===== src/rtl/pulser_settings.svh =====
`ifndef PULSER_SETTINGS_SVH
`define PULSER_SETTINGS_SVH

// datapath widths
`define PULSER_NUM_CHAN    8
`define PULSER_CMD_W       16
`define PULSER_CHARGE_W    9
`define PULSER_PHASE_W     16
`define PULSER_FIRE_DLY_W  23
`define PULSER_RECV_DLY_W  32
`define PULSER_IRQ_W       32

// control-state codes, anything else behaves like idle
`define PULSER_CTRL_IDLE   2'd0
`define PULSER_CTRL_PIO    2'd1

// command word bits
`define PULSER_CMD_ISSUE_RCV  1
`define PULSER_CMD_FIRE       2
`define PULSER_CMD_SET_AMP    5
`define PULSER_CMD_SET_PHASE  6
`define PULSER_CMD_RESET_RCV  13
`define PULSER_CMD_RESET_IRQ  14
`define PULSER_CMD_NEW_CMD    15  // only there to force a change

// interrupt word bits
`define PULSER_IRQ_ALL_DONE      0
`define PULSER_IRQ_CMD_SEEN      1
`define PULSER_IRQ_FIRE_ACC      4
`define PULSER_IRQ_AMP_SET       5
`define PULSER_IRQ_PHASE_SET     6
`define PULSER_IRQ_RECV_ACC      8
`define PULSER_IRQ_FIRE_GO       9
`define PULSER_IRQ_FIRE_DONE     10
`define PULSER_IRQ_ADC_RAISED    12
`define PULSER_IRQ_RECV_ZERO     14
`define PULSER_IRQ_RECV_NONZERO  15
`define PULSER_IRQ_CHAN_LSB      16  // 16..23 mirror the channel done bits

`endif


===== src/rtl/pulserPkg.sv =====
`include "pulser_settings.svh"

package pulserPkg;

	// flag view of the command word, msb first
	typedef struct packed {
		logic newCmd;     // 15
		logic resetIrq;   // 14
		logic resetRcv;   // 13
		logic spare12;
		logic spare11;
		logic spare10;
		logic spare9;
		logic spare8;
		logic spare7;
		logic setPhase;   // 6
		logic setAmp;     // 5
		logic spare4;
		logic spare3;
		logic fire;       // 2
		logic issueRcv;   // 1
		logic spare0;
	} cmdFlags_t;

	// raw view for change detection, flag view for the execute side
	typedef union packed {
		logic [`PULSER_CMD_W-1:0] raw;
		cmdFlags_t                flags;
	} pioCmd_u;

	typedef logic [`PULSER_NUM_CHAN-1:0][`PULSER_PHASE_W-1:0] phaseArr_t;

endpackage


===== src/rtl/pulserIf.sv =====
`timescale 1ns/1ps
`include "pulser_settings.svh"

// decoded command strobe plus the idle-state clear
interface cmdIf;
	import pulserPkg::*;

	logic    cmdStb;
	pioCmd_u cmd;
	logic    clear;

	modport source (output cmdStb, cmd, clear);
	modport sink (input cmdStb, cmd, clear);
endinterface

// progress events from the execute stage
interface statusIf;
	logic                        fireAccepted;
	logic                        ampSet;
	logic                        phaseSet;
	logic                        fireGo;
	logic                        fireDone;
	logic                        fireBusy;
	logic [`PULSER_NUM_CHAN-1:0] chanDone;
	logic                        recvAccepted;
	logic                        recvDelayZero;
	logic                        adcRaised;
	logic                        recvPending;

	modport fireSource (output fireAccepted, ampSet, phaseSet, fireGo, fireDone, fireBusy,
		chanDone);
	modport recvSource (output recvAccepted, recvDelayZero, adcRaised, recvPending);
	modport monitor (input fireAccepted, ampSet, phaseSet, fireGo, fireDone, fireBusy,
		chanDone, recvAccepted, recvDelayZero, adcRaised, recvPending);
endinterface


===== src/rtl/pioCmdDecode.sv =====
`timescale 1ns/1ps
`include "pulser_settings.svh"

module pioCmdDecode (
	input  logic                     txCLK,
	input  logic                     rstN,
	input  logic [1:0]               ctrlState,
	input  logic [`PULSER_CMD_W-1:0] pioCmd,
	cmdIf.source                     cmd
);
	import pulserPkg::*;

	pioCmd_u curCmd;
	pioCmd_u prevCmd;     // last word seen, also the word presented with the strobe
	logic    stbQ;
	logic    pioMode;
	logic    cmdChanged;

	assign curCmd = pioCmd;
	assign pioMode = (ctrlState == `PULSER_CTRL_PIO);
	assign cmdChanged = (curCmd.raw != prevCmd.raw);

	always_ff @(posedge txCLK or negedge rstN)
	begin
		if (!rstN)
		begin
			prevCmd <= '0;
			stbQ <= 1'b0;
		end
		else if (!pioMode)
		begin
			// forget the old word so a held command fires again on return to PIO
			prevCmd <= '0;
			stbQ <= 1'b0;
		end
		else
		begin
			stbQ <= cmdChanged;
			if (cmdChanged)
			begin
				prevCmd <= curCmd;
			end
		end
	end

	// a strobe left over from the last PIO cycle is masked once the state drops
	assign cmd.cmdStb = stbQ & pioMode;
	assign cmd.cmd = prevCmd;
	assign cmd.clear = ~pioMode;

endmodule


===== src/rtl/transducerChannel.sv =====
`timescale 1ns/1ps
`include "pulser_settings.svh"

module transducerChannel (
	input  logic                        txCLK,
	input  logic                        rstN,
	input  logic                        clear,
	input  logic                        go,
	input  logic                        active,
	input  logic [`PULSER_CHARGE_W-1:0] chargeTime,
	input  logic [`PULSER_PHASE_W-1:0]  phaseDelay,
	output logic                        pulseOut,
	output logic                        done
);
	localparam int cntW = `PULSER_PHASE_W;

	localparam logic [1:0] stIdle   = 2'd0;
	localparam logic [1:0] stPhase  = 2'd1;
	localparam logic [1:0] stCharge = 2'd2;

	logic [1:0]      state;
	logic [cntW-1:0] cnt;
	logic [cntW-1:0] chargeLoad;

	assign chargeLoad = cntW'(chargeTime) - 1'b1;

	always_ff @(posedge txCLK or negedge rstN)
	begin
		if (!rstN)
		begin
			state <= stIdle;
			cnt <= '0;
			done <= 1'b0;
		end
		else if (clear)
		begin
			state <= stIdle;
			cnt <= '0;
			done <= 1'b0;
		end
		else
		begin
			case (state)
				stIdle:
				begin
					if (go && !done)
					begin
						if (!active || chargeTime == '0)
							done <= 1'b1;   // nothing to drive
						else if (phaseDelay == '0)
						begin
							state <= stCharge;
							cnt <= chargeLoad;
						end
						else
						begin
							state <= stPhase;
							cnt <= phaseDelay - 1'b1;
						end
					end
				end
				stPhase:
				begin
					if (cnt == '0)
					begin
						state <= stCharge;
						cnt <= chargeLoad;
					end
					else
						cnt <= cnt - 1'b1;
				end
				stCharge:
				begin
					if (cnt == '0)
					begin
						state <= stIdle;
						done <= 1'b1;
					end
					else
						cnt <= cnt - 1'b1;
				end
				default: state <= stIdle;
			endcase
		end
	end

	assign pulseOut = (state == stCharge);

endmodule


===== src/rtl/fireSequencer.sv =====
`timescale 1ns/1ps
`include "pulser_settings.svh"

module fireSequencer (
	input  logic                          txCLK,
	input  logic                          rstN,
	cmdIf.sink                            cmd,
	input  logic [`PULSER_NUM_CHAN-1:0]   transducerActive,
	input  logic [`PULSER_CHARGE_W-1:0]   chargeTime,
	input  pulserPkg::phaseArr_t          phaseDelays,
	input  logic [`PULSER_FIRE_DLY_W-1:0] fireDelay,
	statusIf.fireSource                   status,
	output logic [`PULSER_NUM_CHAN-1:0]   transducerOut
);
	import pulserPkg::*;

	logic                          fireArmed;   // fire delay running
	logic                          fireRun;     // channels running
	logic [`PULSER_FIRE_DLY_W-1:0] fireCnt;
	logic [`PULSER_CHARGE_W-1:0]   chargeReg;
	phaseArr_t                     phaseReg;
	logic [`PULSER_NUM_CHAN-1:0]   activeMask;
	logic [`PULSER_NUM_CHAN-1:0]   chanDone;
	logic                          busy;
	logic                          fireTake;
	logic                          ampTake;
	logic                          phaseTake;
	logic                          fireGo;
	logic                          fireDone;
	logic                          chanClear;

	assign busy = fireArmed | fireRun;
	assign fireTake = cmd.cmdStb & cmd.cmd.flags.fire & ~busy;
	assign ampTake = cmd.cmdStb & cmd.cmd.flags.setAmp & ~busy;
	assign phaseTake = cmd.cmdStb & cmd.cmd.flags.setPhase & ~busy;
	assign fireGo = fireArmed & (fireCnt == '0);
	assign fireDone = fireRun & (&chanDone);
	assign chanClear = cmd.clear | fireDone;

	always_ff @(posedge txCLK or negedge rstN)
	begin
		if (!rstN)
		begin
			fireArmed <= 1'b0;
			fireRun <= 1'b0;
			fireCnt <= '0;
		end
		else if (cmd.clear)
		begin
			fireArmed <= 1'b0;
			fireRun <= 1'b0;
			fireCnt <= '0;
		end
		else
		begin
			if (fireTake)
			begin
				fireArmed <= 1'b1;
				fireCnt <= fireDelay;
			end
			else if (fireGo)
			begin
				fireArmed <= 1'b0;
				fireRun <= 1'b1;
			end
			else if (fireArmed)
				fireCnt <= fireCnt - 1'b1;

			if (fireDone)
				fireRun <= 1'b0;
		end
	end

	// channel settings
	always_ff @(posedge txCLK or negedge rstN)
	begin
		if (!rstN)
		begin
			activeMask <= '0;
			chargeReg <= '0;
			phaseReg <= '0;
		end
		else if (cmd.clear)
		begin
			activeMask <= transducerActive;   // mask only follows the input in idle
			chargeReg <= '0;
			phaseReg <= '0;
		end
		else
		begin
			if (ampTake)
				chargeReg <= chargeTime;
			if (phaseTake)
				phaseReg <= phaseDelays;
		end
	end

	for (genvar ch = 0; ch < `PULSER_NUM_CHAN; ch++)
	begin : gChan
		transducerChannel i_chan (
			.txCLK      (txCLK),
			.rstN       (rstN),
			.clear      (chanClear),
			.go         (fireGo),
			.active     (activeMask[ch]),
			.chargeTime (chargeReg),
			.phaseDelay (phaseReg[ch]),
			.pulseOut   (transducerOut[ch]),
			.done       (chanDone[ch])
		);
	end

	assign status.fireAccepted = fireTake;
	assign status.ampSet = ampTake;
	assign status.phaseSet = phaseTake;
	assign status.fireGo = fireGo;
	assign status.fireDone = fireDone;
	assign status.fireBusy = busy;
	assign status.chanDone = chanDone;

endmodule


===== src/rtl/recvTrigger.sv =====
`timescale 1ns/1ps
`include "pulser_settings.svh"

module recvTrigger (
	input  logic                          txCLK,
	input  logic                          rstN,
	cmdIf.sink                            cmd,
	input  logic [`PULSER_RECV_DLY_W-1:0] recvTrigDelay,
	input  logic                          adcTrigAck,
	statusIf.recvSource                   status,
	output logic                          adcTrigger
);
	logic                          recvArmed;
	logic [`PULSER_RECV_DLY_W-1:0] recvCnt;
	logic                          pending;
	logic                          delayZero;
	logic                          abort;
	logic                          take;
	logic                          raise;

	assign pending = recvArmed | adcTrigger;
	assign delayZero = (recvTrigDelay == '0);
	assign abort = cmd.clear | (cmd.cmdStb & cmd.cmd.flags.resetRcv);
	assign take = cmd.cmdStb & cmd.cmd.flags.issueRcv & ~cmd.cmd.flags.resetRcv & ~pending;
	// trigger goes high at the end of this cycle
	assign raise = (take & delayZero) | (recvArmed & (recvCnt == '0));

	always_ff @(posedge txCLK or negedge rstN)
	begin
		if (!rstN)
		begin
			recvArmed <= 1'b0;
			recvCnt <= '0;
			adcTrigger <= 1'b0;
		end
		else if (abort)
		begin
			recvArmed <= 1'b0;
			recvCnt <= '0;
			adcTrigger <= 1'b0;
		end
		else
		begin
			if (take && !delayZero)
			begin
				recvArmed <= 1'b1;
				recvCnt <= recvTrigDelay - 1'b1;   // one cycle is spent loading
			end
			else if (recvArmed && recvCnt != '0)
				recvCnt <= recvCnt - 1'b1;

			if (raise)
			begin
				recvArmed <= 1'b0;
				adcTrigger <= 1'b1;
			end
			else if (adcTrigger && adcTrigAck)
				adcTrigger <= 1'b0;   // held until the receive side answers
		end
	end

	assign status.recvAccepted = take;
	assign status.recvDelayZero = delayZero;
	assign status.adcRaised = raise;
	assign status.recvPending = pending;

endmodule


===== src/rtl/irqStatus.sv =====
`timescale 1ns/1ps
`include "pulser_settings.svh"

module irqStatus (
	input  logic                     txCLK,
	input  logic                     rstN,
	cmdIf.sink                       cmd,
	statusIf.monitor                 status,
	output logic [`PULSER_IRQ_W-1:0] irq
);
	logic [`PULSER_IRQ_W-1:0] events;
	logic                     opSeen;   // fire or receive accepted since the last clear
	logic                     irqClear;
	logic                     idleNow;

	assign irqClear = cmd.clear | (cmd.cmdStb & cmd.cmd.flags.resetIrq);
	assign idleNow = opSeen & ~status.fireBusy & ~status.recvPending;

	always_comb
	begin
		events = '0;
		events[`PULSER_IRQ_ALL_DONE] = idleNow;
		events[`PULSER_IRQ_CMD_SEEN] = cmd.cmdStb;
		events[`PULSER_IRQ_FIRE_ACC] = status.fireAccepted;
		events[`PULSER_IRQ_AMP_SET] = status.ampSet;
		events[`PULSER_IRQ_PHASE_SET] = status.phaseSet;
		events[`PULSER_IRQ_RECV_ACC] = status.recvAccepted;
		events[`PULSER_IRQ_FIRE_GO] = status.fireGo;
		events[`PULSER_IRQ_FIRE_DONE] = status.fireDone;
		events[`PULSER_IRQ_ADC_RAISED] = status.adcRaised;
		events[`PULSER_IRQ_RECV_ZERO] = status.recvAccepted & status.recvDelayZero;
		events[`PULSER_IRQ_RECV_NONZERO] = status.recvAccepted & ~status.recvDelayZero;
	end

	always_ff @(posedge txCLK or negedge rstN)
	begin
		if (!rstN)
		begin
			irq <= '0;
			opSeen <= 1'b0;
		end
		else if (irqClear)
		begin
			irq <= '0;
			opSeen <= 1'b0;
		end
		else
		begin
			if (status.fireAccepted || status.recvAccepted)
				opSeen <= 1'b1;
			irq <= irq | events;
			// not sticky, follows the channels
			irq[`PULSER_IRQ_CHAN_LSB +: `PULSER_NUM_CHAN] <= status.chanDone;
		end
	end

endmodule


===== src/rtl/pulserTop.sv =====
`timescale 1ns/1ps
`include "pulser_settings.svh"

module pulserTop (
	input  logic                          txCLK,
	input  logic                          rstN,
	input  logic [1:0]                    ctrlState,
	input  logic [`PULSER_CMD_W-1:0]      pioCmd,
	input  logic [`PULSER_NUM_CHAN-1:0]   transducerActive,
	input  logic [`PULSER_CHARGE_W-1:0]   chargeTime,
	input  pulserPkg::phaseArr_t          phaseDelays,
	input  logic [`PULSER_FIRE_DLY_W-1:0] fireDelay,
	input  logic [`PULSER_RECV_DLY_W-1:0] recvTrigDelay,
	input  logic                          adcTrigAck,
	output logic [`PULSER_NUM_CHAN-1:0]   transducerOut,
	output logic                          adcTrigger,
	output logic [`PULSER_IRQ_W-1:0]      irq
);
	cmdIf    cmdBus ();
	statusIf statusBus ();

	// decode
	pioCmdDecode i_decode (
		.txCLK     (txCLK),
		.rstN      (rstN),
		.ctrlState (ctrlState),
		.pioCmd    (pioCmd),
		.cmd       (cmdBus.source)
	);

	// execute, transmit side
	fireSequencer i_fire (
		.txCLK            (txCLK),
		.rstN             (rstN),
		.cmd              (cmdBus.sink),
		.transducerActive (transducerActive),
		.chargeTime       (chargeTime),
		.phaseDelays      (phaseDelays),
		.fireDelay        (fireDelay),
		.status           (statusBus.fireSource),
		.transducerOut    (transducerOut)
	);

	// execute, receive side
	recvTrigger i_recv (
		.txCLK         (txCLK),
		.rstN          (rstN),
		.cmd           (cmdBus.sink),
		.recvTrigDelay (recvTrigDelay),
		.adcTrigAck    (adcTrigAck),
		.status        (statusBus.recvSource),
		.adcTrigger    (adcTrigger)
	);

	// result
	irqStatus i_irq (
		.txCLK  (txCLK),
		.rstN   (rstN),
		.cmd    (cmdBus.sink),
		.status (statusBus.monitor),
		.irq    (irq)
	);

endmodule


===== config.mk =====
export PLATFORM = sky130hd
export DESIGN_NAME = pulserTop
export DESIGN_NICKNAME = d
export VERILOG_FILES = /design/src/rtl/pulserPkg.sv /design/src/rtl/pulserIf.sv /design/src/rtl/pioCmdDecode.sv /design/src/rtl/transducerChannel.sv /design/src/rtl/fireSequencer.sv /design/src/rtl/recvTrigger.sv /design/src/rtl/irqStatus.sv /design/src/rtl/pulserTop.sv
export VERILOG_INCLUDE_DIRS = /design/src /design/src/rtl
export SDC_FILE = /design/constraint.sdc
export NUM_CORES = 1
export LEC_CHECK = 0
export BUFFER_PORTS_ARGS = -buffer_cell sky130_fd_sc_hd__buf_4
export CORE_MARGIN = 4
export CORE_UTILIZATION = 60
export CTS_BUF_LIST = sky130_fd_sc_hd__clkbuf_4 sky130_fd_sc_hd__clkbuf_8
export DETAILED_ROUTE_END_ITERATION = 6
export HOLD_SLACK_MARGIN = 0.12
export PLACE_DENSITY = 0.91
export SLEW_MARGIN = 20
export SYNTH_ARGS = -nofsm -noshare
export SYNTH_HDL_FRONTEND = slang
export SYNTH_SLANG_ARGS = --single-unit

===== constraint.sdc =====
create_clock -name txCLK -period 7.09 [get_ports txCLK]
set_input_delay 0.3545 -clock txCLK [delete_from_list [all_inputs] [get_ports txCLK]]
set_output_delay 0.3545 -clock txCLK [all_outputs]
set_load 0.05 [all_outputs]

* Word-level counts from Yosys, hierarchy flattened
Cells that the tools add are included.
Word-level totals: bits in registers 406, input bits 221, output and inout bits 41, logic and storage cells 464
Cells by class: add/subtract/negate cells 20, equality and inequality tests 74, muxes and demuxes 182, bitwise operators 31, reduce and logical (&&, ||, !) cells 113
Operators by type and width (number):
- 2-to-1 mux 16 bit | 50
- case mux 16 bit (3 select lines) | 8
- logical NOT 16 bit | 16
- 2-to-1 mux 128 bit | 2
- subtractor 16 x 1 -> 16 bit, second input constant | 16
- 2-to-1 mux 32 bit | 4
- inequality test 3 x 2 -> 1 bit, second input constant | 41
- 2-to-1 mux 2 bit | 48
- AND reduction 4 bit | 24
- 2-to-1 mux 23 bit | 4
- logical NOT 32 bit | 2
- subtractor 32 x 1 -> 32 bit, second input constant | 2
- 2-to-1 mux 1 bit | 48
- case mux 2 bit (3 select lines) | 8
- inequality test 3 x 1 -> 1 bit, second input constant | 11
- nonzero test 3 bit | 11
- OR 32 x 16 -> 32 bit | 1
- nonzero test 32 bit | 1
- nonzero test 4 bit | 8
- logical NOT 23 bit | 1
- subtractor 23 x 1 -> 23 bit, second input constant | 1
- bitwise AND 1 bit | 19
- == test 2 x 1 -> 1 bit, second input constant | 9
- 2-to-1 mux 9 bit | 2
- 17 further kinds | 83

* Logic depth before layout (Yosys ltp)
depth after elaboration 9, gate-level depth with buffers 18, mapped depth without buffers 14

* Modules after synthesis
From an unflattened synthesis, not the netlist that was laid out.
Second synthesis, totals: cells, all modules 3566, area total of the unflattened synthesis 29259.3 um^2
Modules (own cells, without submodules):
- transducerChannel at i_fire.gChan[0].i_chan ... | times used 4, cells an instance 294, area an instance 2238.4 um^2, sequential area each 475.5 um^2
- fireSequencer | times used 1, cells an instance 792, area an instance 7224.4 um^2, sequential area each 4254.1 um^2
- transducerChannel at i_fire.gChan[5].i_chan ... | times used 2, cells an instance 283, area an instance 2159.6 um^2, sequential area each 475.5 um^2
- recvTrigger | times used 1, cells an instance 329, area an instance 2762.6 um^2, sequential area each 850.8 um^2
- transducerChannel at i_fire.gChan[4].i_chan | times used 1, cells an instance 292, area an instance 2255.9 um^2, sequential area each 475.5 um^2
- transducerChannel at i_fire.gChan[7].i_chan | times used 1, cells an instance 292, area an instance 2219.6 um^2, sequential area each 475.5 um^2
- irqStatus | times used 1, cells an instance 60, area an instance 793.3 um^2, sequential area each 500.5 um^2
- pioCmdDecode | times used 1, cells an instance 59, area an instance 730.7 um^2, sequential area each 425.4 um^2

* Least setup slack after synthesis
No wires, ideal clock.
kind input to register, start point in recvTrigDelay[3], end point reg i_recv.recvCnt[24], library setup time 0.082 ns, data arrival time 4.634 ns, data required time 7.008 ns, path slack 2.374 ns, stages 17, cell sequence or4_1 > buf_2 > or4_4 > nor3_1 > nor2_1 > clkbuf_1 > mux2i_1 > ha_1 > nor3b_1 > nand3_1 > or4_1 > o211a_1 > buf_6 > or3_1 > buf_2 > or3_1 > a31oi_1
On the way: cells in the longest elaborated chain, start to end 5, elaborated cells on any way between the ends 7, those cells by class add/sub (1); mux (2); reduce/logical (4)
RTL lines:
- from (decl) | line pulserTop.sv:13 | input logic [`PULSER_RECV_DLY_W-1:0] recvTrigDelay,
- branches (longest 5 deep; another with subtractor 32 x 1 -> 32 bit)
- to (signal assigned) | line recvTrigger.sv:47 | recvCnt <= recvTrigDelay - 1'b1;
- to (signal assigned) | line recvTrigger.sv:50 | recvCnt <= recvCnt - 1'b1;
- to (decl) | line recvTrigger.sv:14 | logic [`PULSER_RECV_DLY_W-1:0] recvCnt;
Parallel ways; which one is timed is not known. A chain may end at the register's enable or synchronous reset.

* Worst setup path in the final report
start point in recvTrigDelay[3], end point reg i_recv.recvCnt[20]
Same word-level chain as after synthesis.

==> impl_metrics.env <==
export IMPL_worst_slew_pin_transition_ns=1.19
export IMPL_numPortBuffers=248
export IMPL_path_clk_slew_ns=0.06
export IMPL_worstPathArrival_ns=6.46
export IMPL_final_cell_mix="550 x sky130_fd_sc_hd__nand2_1, 393 x sky130_fd_sc_hd__dfrtp_1, 303 x sky130_fd_sc_hd__o21ai_0, 279 x sky130_fd_sc_hd__buf_4, 249 x sky130_fd_sc_hd__nor2_1"
export IMPL_share_of_the_clock_period_used_by_the_worst_path_after_layout_pct=83.0
export IMPL_grt_overflow_total=0
export IMPL_crit_chain="dlygate4sd3_1 -> buf_4 -> or4_1 -> or4_4 -> nor3_1 -> nor2_1 -> buf_4 -> mux2i_1 -> ha_1 -> nor3b_1 -> nand3_1 -> or4_1 -> o211a_1 -> nor3_1 -> nand2_1 -> xor2_1 -> dlygate4sd3_1 -> o22ai_1"
export IMPL_share_seq_of_total_power_pct=41.6
export IMPL_reg2reg_slack_ns=2.20
export IMPL_power_share_switching_pct=30.8
export IMPL_number_of_synthesized_register_bits=393
export IMPL_min_period_ns=5.88
export IMPL_gp_weighted_congestion=0.949
export IMPL_cpMaxStageDelayCell="sky130_fd_sc_hd__or4_1"
export IMPL_layout_drive_gt1_share_pct=12.4
export IMPL_clock_tree_root_cell="sky130_fd_sc_hd__clkbuf_8"
export IMPL_post_synth_edffs=0
export IMPL_cts_sinks=393
export IMPL_die_area_um2=45900
export IMPL_groute_usage_overall_pct=37.1
export IMPL_setup_ws_ns=1.21
export IMPL_synthesis_area_um2=25500
export IMPL_timing_worst_setup_path_type="input port to register"
export IMPL_timing_setup_tns_ns=0
export IMPL_wire_length_of_the_first_global_routing_pass_mm=139
export IMPL_critical_path_endpoint="i_recv.recvCnt[20]"
export IMPL_async_flop_share_pct=100
export IMPL_wl_per_cell_um=21.2
export IMPL_worstPathMaxFanout=18
export IMPL_setup_viol=0
export IMPL_dominantRegCellSynth="sky130_fd_sc_hd__dfrtp_1"
export IMPL_power_density_nw_per_um2=184
export IMPL_intPower_mw=4.01
export IMPL_cts_tree="done"
export IMPL_drt_via_density=6.47
export IMPL_placeableCoreArea_um2=42000
export IMPL_largest_net_degree_at_the_start_of_global_routing=169
export IMPL_cap_violations=0
export IMPL_cts_repair_resize_count=0
export IMPL_run_status="completed"
export IMPL_clock_tree_buffer_depth=3
export IMPL_critPathCaptureType="register"
export IMPL_comb_power_share_pct=18.9
export IMPL_critPathMaxStageDelay_ns=0.70
export IMPL_htreeDepth=3
export IMPL_grt_antenna_before_repair=10
export IMPL_timing_fmax_mhz=170
export IMPL_startpoint_of_the_worst_register_to_register_path="i_decode.cmd.cmd[13]"
export IMPL_final_hold_violation_count=0
export IMPL_relSlewSlack_pct=20.7
export IMPL_ys_warn_count=0
export IMPL_finClkSkew_ns=0.0563
export IMPL_vdd_ir_drop_max_mv=0.122
export IMPL_place_hpwl_mm=50.7
export IMPL_post_synth_inst_count=3172
export IMPL_hp_class="input port to register"
export IMPL_remaining_drc_errors=0
export IMPL_worst_setup_path_start_kind="input port"
export IMPL_synth_lib_cells_used_distinct=77
export IMPL_drt_iter0_drc=3256
export IMPL_power_frac_clock_pct=39.5
export IMPL_die_width_um=214
export IMPL_floorplan_initialDensity_pct=60.8
export IMPL_power_switching_mw=1.78
export IMPL_timing_max_transition_violations_final=0
export IMPL_dieHeight_um=214
export IMPL_num_io_pins=262
export IMPL_avgSynthCellArea_um2=8.05
export IMPL_power_leakage_nw=13.8
export IMPL_r2r_cells=15
export IMPL_final_antenna_net_count=0
export IMPL_via_count=26900
export IMPL_std_cell_rows=75
export IMPL_crit_path_required_time_ns=7.67
export IMPL_rsz0062_at_grt="no"
export IMPL_finish_net_count=3846
export IMPL_firstDrtPassIters=7
export IMPL_clock_latency_ns=0.70
export IMPL_crit_path_launch="recvTrigDelay[3]"
export IMPL_timing_rr_end="i_recv.recvCnt[20]"
export IMPL_wirelength_mm=88.3
export IMPL_first_global_vias=26100
export IMPL_seq_total_area_yosys_pct=38.5
export IMPL_area_delta_synth_final_pct=22.9
export IMPL_final_common_cell="sky130_fd_sc_hd__nand2_1"
export IMPL_dp_worst_setup_slack_ns=1.91
export IMPL_numCtsBuffers=71
==> timing repair <==
item	CTS	global route
hold endpoints to repair	330	0
buffers inserted	0	0
hold buffers	219	0
==> cells in the mapped netlist (all sizes together) (29+ instances only) <==
cell type | n | share of area (%)
nand2 | 550 | 8.1
dfrtp | 393 | 38
o21ai | 311 | 6.1
nor2 | 250 | 3.7
a21oi | 196 | 3.8
clkbuf | 155 | 2.3
xnor2 | 152 | 5.2
nor3 | 117 | 2.3
xor2 | 101 | 3.5
inv | 85 | 1.2
o31ai | 65 | 1.9
ha | 59 | 2.9
nand3 | 59 | 1.2
o22ai | 59 | 1.4
nor4 | 55 | 1.4
or3 | 42 | 1.0
and2 | 41 | 1.0
buf | 36 | 0.88
o211ai | 35 | 1.0
o221ai | 35 | 1.2
or4 | 35 | 1.0
a211oi | 29 | 0.85
==> power by group through the flow <==
stage / sequential [mW] / clock, mW / combinational, mW
floorplan: 2.42 / 0 / 0.639
global placement: 2.44 / 0 / 0.918
detailed placement: 2.44 / 0 / 0.939
CTS: 2.40 / 2.27 / 1.05
global route: 2.42 / 2.40 / 1.19
finish: 2.41 / 2.29 / 1.09
==> registers in the layout, indices dropped and copies added, names as in the netlist <==
signal,count
i_fire.chargeReg,9
i_fire.gChan.i_chan.done,8
i_irq.opSeen,1
i_fire.fireCnt,23
i_recv.recvCnt,32
i_fire.gChan.i_chan.state,16
i_recv.adcTrigger,1
i_fire.phaseReg,128
i_recv.recvArmed,1
i_fire.fireRun,1
i_fire.gChan.i_chan.cnt,128
i_decode.cmd.cmd,16
i_decode.stbQ,1
i_fire.fireArmed,1
i_fire.activeMask,8
i_irq.irq,19
==> per-layer routing <==
layer | share of wire (%) | wire length [um] | global-route usage (%) | vias to the layer above
met1 | 37 | 32800 | 46.0 | 12500
met3 | 11 | 9290 | 10.7 | 570
li1 | - | - | - | 12100
met4 | 7.4 | 6540 | 21.9 | 8
met2 | 45 | 39600 | 58.1 | 1799
met5 | 0.073 | 64 | 0 | -
==> critical path, delay by kind of cell <==
kind	cells	cell delay, ns
xor+xnor	1	0.15
fa+ha+maj	1	0.23
buf+inv	4	1.50
mux	1	0.21
compound gates	2	0.41
simple gates	9	3.60
==> cells by family (layout without fill, tap and decap cells) <==
family,Yosys count,count (layout),share of synthesized area [%]
AND/OR/NAND/NOR,1286,1286,23.5
AO/OA/AOI/OAI,889,889,21.4
flip-flops,393,393,38.5
buffers and inverters,277,710,4.44
XOR/XNOR,253,253,8.67
adder cells (fa/ha/maj),59,59,2.89
multiplexers,14,14,0.553
other,1,21,0.0147
==> final cells by class <==
type | instances | area [um^2]
Antenna cell | 8 | 20.0
Clock buffer | 107 | 1320
Clock inverter | 17 | 138
Fill cell | 2858 | 10600
Inverter | 85 | 319
Multi-Input combinational cell | 2514 | 14700
Sequential cell | 393 | 9830
Tap cell | 539 | 674
Timing Repair Buffer | 501 | 4340
==> worst min-delay path by stage <==
stage / startpoint / to / slack (ns) / cells past startpoint
2_1_floorplan: rstN / i_decode.cmd.cmd[0] / 0.06 / 0
3_3_place_gp: i_fire.gChan[3].i_chan.cnt[11] / i_fire.gChan[3].i_chan.cnt[11] / 0.47 / 1
3_5_place_dp: i_irq.irq[10] / i_irq.irq[10] / 0.48 / 1
4_1_cts: recvTrigDelay[2] / i_recv.recvCnt[2] / 0.14 / 4
5_1_grt: recvTrigDelay[2] / i_recv.recvCnt[2] / 0.17 / 4
6_report: recvTrigDelay[2] / i_recv.recvCnt[2] / 0.15 / 4
==> per-stage QoR <==
step           hold slack [ns]  instances  area (um^2)  util, %  total power, mW
6_report                 0.151       4164        31400     74.7             5.79
5_1_grt                  0.172       4161        31400     74.7             6.01
4_1_cts                  0.136       4155        31300     74.6             5.72
3_5_place_dp             0.482       3812        27700     65.9             3.38
3_3_place_gp             0.473       3812        27700     65.8             3.36
2_1_floorplan           0.0589       3184        25600        -             3.06
Note: power is estimated with default switching activity, not from simulation.
